$ cat config.mk
export PLATFORM = sky130hd
export DESIGN_NAME = mem_stage
export DESIGN_NICKNAME = d
export VERILOG_FILES = /design/src/verilog/cpu_pkg.sv /design/src/verilog/mem_stage.sv
export VERILOG_INCLUDE_DIRS = /design/src /design/src/verilog
export SDC_FILE = /design/constraint.sdc
export NUM_CORES = 1
export LEC_CHECK = 0
export BUFFER_PORTS_ARGS = -buffer_cell sky130_fd_sc_hd__buf_4
export CORE_ASPECT_RATIO = 0.6
export CORE_MARGIN = 10
export CORE_UTILIZATION = 47
export CTS_CLUSTER_SIZE = 40
export DETAILED_ROUTE_END_ITERATION = 8
export PLACE_DENSITY = 0.94
export SYNTH_ARGS = -nofsm -noshare
export SYNTH_HDL_FRONTEND = slang
export SYNTH_SLANG_ARGS = --single-unit
$ cat constraint.sdc
create_clock -name clk -period 8.7 [get_ports clk]
set_input_delay 1.74 -clock clk [delete_from_list [all_inputs] [get_ports clk]]
set_output_delay 1.74 -clock clk [all_outputs]
set_load 0.01 [all_outputs]
$ cat src/verilog/cpu_consts.svh
//////////////////////////////////////////////////////////////////////
// cpu constants
// widths, data RAM depth and ALU one-hot opcode bit positions shared
// by the execute and memory stages
//////////////////////////////////////////////////////////////////////
`ifndef CPU_CONSTS_SVH
`define CPU_CONSTS_SVH

// data path and register file widths
`define CPU_XLEN        32
`define CPU_REG_ADDR_W  5
`define CPU_ALU_OP_W    12

// data RAM depth in words, as log2
`define DATA_RAM_ADDR_W 10

// ALU one-hot opcode bits
`define ALU_ADD         0
`define ALU_SUB         1
`define ALU_SLT         2
`define ALU_SLTU        3
`define ALU_AND         4
`define ALU_NOR         5
`define ALU_OR          6
`define ALU_XOR         7
`define ALU_SLL         8
`define ALU_SRL         9
`define ALU_SRA         10
`define ALU_LUI         11

`endif
$ cat src/verilog/cpu_pkg.sv
//////////////////////////////////////////////////////////////////////
// cpu package
// data types shared by the pipeline stages and the data RAM
//////////////////////////////////////////////////////////////////////
`include "cpu_consts.svh"

package cpu_pkg;

	// data or address word
	typedef logic [`CPU_XLEN-1:0] word_t;

	// register file index
	typedef logic [`CPU_REG_ADDR_W-1:0] reg_addr_t;

	// one-hot ALU operation, bit positions in cpu_consts.svh
	typedef logic [`CPU_ALU_OP_W-1:0] alu_op_t;

	// one enable per byte lane of a word
	typedef logic [`CPU_XLEN/8-1:0] byte_en_t;

endpackage

$ cat src/verilog/mem_stage.sv
//////////////////////////////////////////////////////////////////////
// memory stage
// pipeline register and valid control, load byte extraction with
// sign extension, and write-back data select
//////////////////////////////////////////////////////////////////////
`timescale 1ns/1ps
`include "cpu_consts.svh"

module mem_stage (
	input  logic               clk,
	input  logic               reset,
	// from execute stage
	input  logic               exe_valid,
	output logic               mem_allow_in,
	input  cpu_pkg::word_t     exe_pc,
	input  cpu_pkg::word_t     exe_result,
	input  cpu_pkg::reg_addr_t exe_rf_w_addr,
	input  logic               exe_rf_w_en,
	input  logic               exe_load,
	input  logic               exe_byte,
	// registered read word from the data RAM
	input  cpu_pkg::word_t     ram_r_data,
	// write-back output
	input  logic               out_allow_in,
	output logic               out_valid,
	output cpu_pkg::word_t     out_pc,
	output logic               out_rf_w_en,
	output cpu_pkg::reg_addr_t out_rf_w_addr,
	output cpu_pkg::word_t     out_rf_w_data
);

	logic           stage_valid;
	cpu_pkg::word_t result_r;
	logic           load_r;
	logic           byte_r;
	logic [7:0]     load_byte;
	cpu_pkg::word_t load_data;

	//////////////////////////////////////////////////////////////////////
	// valid / allow-in control

	assign mem_allow_in = ~stage_valid | out_allow_in;
	assign out_valid    = stage_valid;

	always_ff @(posedge clk)
	begin
		if (reset)
			stage_valid <= 1'b0;
		else if (mem_allow_in)
			stage_valid <= exe_valid;
	end

	always_ff @(posedge clk)
	begin
		if (exe_valid && mem_allow_in)
		begin
			out_pc        <= exe_pc;
			result_r      <= exe_result;
			out_rf_w_addr <= exe_rf_w_addr;
			out_rf_w_en   <= exe_rf_w_en;
			load_r        <= exe_load;
			byte_r        <= exe_byte;
		end
	end

	//////////////////////////////////////////////////////////////////////
	// load data and write-back select

	// lane picked by the low address bits
	always_comb
	begin
		case (result_r[1:0])
			2'b00:   load_byte = ram_r_data[7:0];
			2'b01:   load_byte = ram_r_data[15:8];
			2'b10:   load_byte = ram_r_data[23:16];
			default: load_byte = ram_r_data[31:24];
		endcase
	end

	assign load_data = byte_r ? {{(`CPU_XLEN-8){load_byte[7]}}, load_byte} : ram_r_data;

	// non-loads write back the ALU result
	assign out_rf_w_data = load_r ? load_data : result_r;

endmodule

==> results.cfg <==
[run_status]
status = complete, no violations

[die]
die_y_um = 83.3
rows = 22
die_w_um = 125
initial_core_util_pct = 49.8
io_pins = 180
die_area_um2 = 10400
design.core.area_um2 = 6300

[pwr]
p_seq_share_pct = 50.8
cell_internal_pwr_uw = 626
clkPwrFrac_pct = 31.8
peakVddDrop_uv = 163
power.density_nw_per_um2 = 178
leakage_nw = 2.00
total_power_uw = 831
swShare_pct = 24.7
p_sw_uw = 205
comb_power_share_pct = 17.4

[detailed_routing]
drt_iter0_markers = 199
drc = 0
final_antenna_net_count = 0
dr.pass1.iters = 4
vias_per_cell = 5.24
finalWirelength_mm = 10.4
wl_per_cell_um = 22.1
vias = 2467

[timing]
slew_headroom_pct = 21.7
setup_violations = 0
hold_viol_final = 0
tightest_slew_ns = 1.17
finalCritPeriodShare_pct = 53.3
setup_slack_ns = 4.06
holdWs_ns = 0.597
setup_tns_ns = 0
rsz0062_at_grt = false
skew_ns = 0.00592
max_freq_mhz = 216
min_period_ns = 4.64
maxSlewViolCount = 0

[layout]
area_delta_synth_final_pct = 49.3
nFillCells = 418
drive_above_1_share_pct = 52.7
final_cell_mix = buf_4 (180), edfxtp_1 (72), nor2_1 (30)
nets = 490
layout_commonest_cell = buf_4
diodes = 0
design_area_um2 = 4680

[place]
place_congestion = 0.897
placedInstanceArea_um2 = 4480
pre_cts_ws_ns = 4.06
port_buffers = 179
dp_hpwl_mm = 8.04

[clock_network]
cts.repair.resized = 0
cts_tree = built
cts_hold_buf = 0
clock-sinks = 73
postCtsSetupRepairBufs = 0
clock_path_buffers = 2
path_clk_slew_ns = 0.08
cts_root_buffer = clkbuf_8
h-tree-depth = 3
clk_latency_ns = 0.33
numCtsBuffers = 9

[worst_setup_path]
path_cells = buf_4, mux4_1, mux2i_1, a21oi_1, buf_4
cp.arrival_ns = 2.90
path_delay_family = multiplexers
cp-end-kind = output pin
crit_buf_inv = 2
required_ns = 6.96
crit_path_max_fanout = 2
critPathKind = input pin to output pin
crit_path_max_incr_delay_ns = 0.50
crit_path_start_kind = input pin
crit_path_frequent_cell = buf_4
cpMaxStageDelayCell = mux4_1

[global_route]
antenna_found_initial = 0
overflow = 0
grtUsageTotal_pct = 18.9
grt_pass1_wl_mm = 15.4
grt_pass1_vias = 2700
grt_max_degree = 73

[logic_synthesis]
syn-cell-area_um2 = 3140
synthCells = 206
avgSynthCellArea_um2 = 15.2
synth.yosys.seq_area_share_pct = 69.6
yosysWarnings = 0
yosysUniqueCellTypes = 27
ys_ff_latch = 73
synth_nets = 314

[worst_hold_path]
hold_path.class = flip-flop to flip-flop

[flow_run]
drv_cap = 0
[stage by stage]
stage / utilization (%) / cells
2_1_floorplan: - / 206
3_3_place_gp: 71.1 / 455
3_5_place_dp: 71.1 / 455
4_1_cts: 74.3 / 471
5_1_grt: 74.3 / 471
6_report: 74.3 / 471
[path summary, 6_finish.rpt]
| path | start | slack (ns) | end | cells past startpoint |
|---|---|---|---|---|
| hold reg to reg | out_valid | 0.60 | out_valid | 2 |
| setup / recovery | ram_r_data[11] | 4.06 | out_rf_w_data[3] | 5 |
| setup reg to reg | out_valid | 7.06 | result_r[13] | 2 |
| hold / removal | out_valid | 0.60 | out_valid | 2 |
[synth_stat cells]
cell type | count | area, µm²
nand2b_1 | 16 | 100
a21oi_1 | 8 | 40.0
o21ai_0 | 2 | 10.0
nand2_1 | 1 | 3.75
and2_1 | 1 | 6.26
buf_6 | 4 | 45.0
edfxtp_1 | 72 | 2160
or2b_1 | 5 | 37.5
buf_2 | 2 | 10.0
a31oi_1 | 24 | 150
o22ai_1 | 1 | 6.26
a31oi_2 | 1 | 12.5
nor3b_1 | 1 | 7.51
dlygate4sd1_1 | 4 | 35.0
nor2b_1 | 1 | 6.26
nor2_1 | 30 | 113
mux2i_1 | 9 | 90.1
or2b_2 | 5 | 43.8
o22a_4 | 1 | 17.5
dfxtp_1 | 1 | 20.0
buf_4 | 1 | 7.51
mux4_1 | 6 | 158
clkbuf_1 | 4 | 15.0
a22o_1 | 1 | 8.76
a2bb2oi_1 | 1 | 8.76
mux2_2 | 1 | 11.3
inv_1 | 3 | 11.3
[per-layer routing]
metal  track usage [%]  share of wire (%)  up-vias
met5                 0                  0        -
met4              4.76                1.1        0
met3              11.5                 16       11
met2              31.6                 49      162
met1              19.9                 34     1159
li1                  -                  -     1135
[tightest hold or removal path: stages, from the launching register on]
cell	delay, ns
dfxtp_1	0.32
nand2b_1	0.13
a21oi_1	0.10
[state kept, by name (all words and copies together) (netlist names)]
| signal | cells |
|---|---|
| out_valid | 1 |
| load_r | 1 |
| out_rf_w_en | 1 |
| byte_r | 1 |
| out_pc | 32 |
| out_rf_w_addr | 5 |
| result_r | 32 |
[layout make-up]
type	instances	area [µm²]	share of cell area (%)
inverters	3	11.3	0.240
repair buffers	180	1350	28.9
well taps	84	105	2.24
clock inverters	7	76.3	1.63
clock buffers	9	124	2.64
multi-input cells	115	833	17.8
flip-flops and latches	73	2180	46.6
[power by group through the flow]
stage	registers [mW]	clock network [mW]	logic [mW]
after CTS	0.422	0.271	0.147
after floorplan	0.431	0	0.0560
after detailed placement	0.430	0	0.146
after global placement	0.428	0	0.142
after global routing	0.425	0.285	0.156
final	0.422	0.264	0.145
[logic make-up after synthesis]
kind of cell / count (synthesis) / synth area share (%)
muxes: 16 / 8.26
and+or+nand+nor: 60 / 10.1
buffers and inverters: 18 / 3.95
AOI/OAI and AO/OA: 39 / 8.10
DFF: 73 / 69.6
No activity file was read; power rests on OpenSTA's default activity.
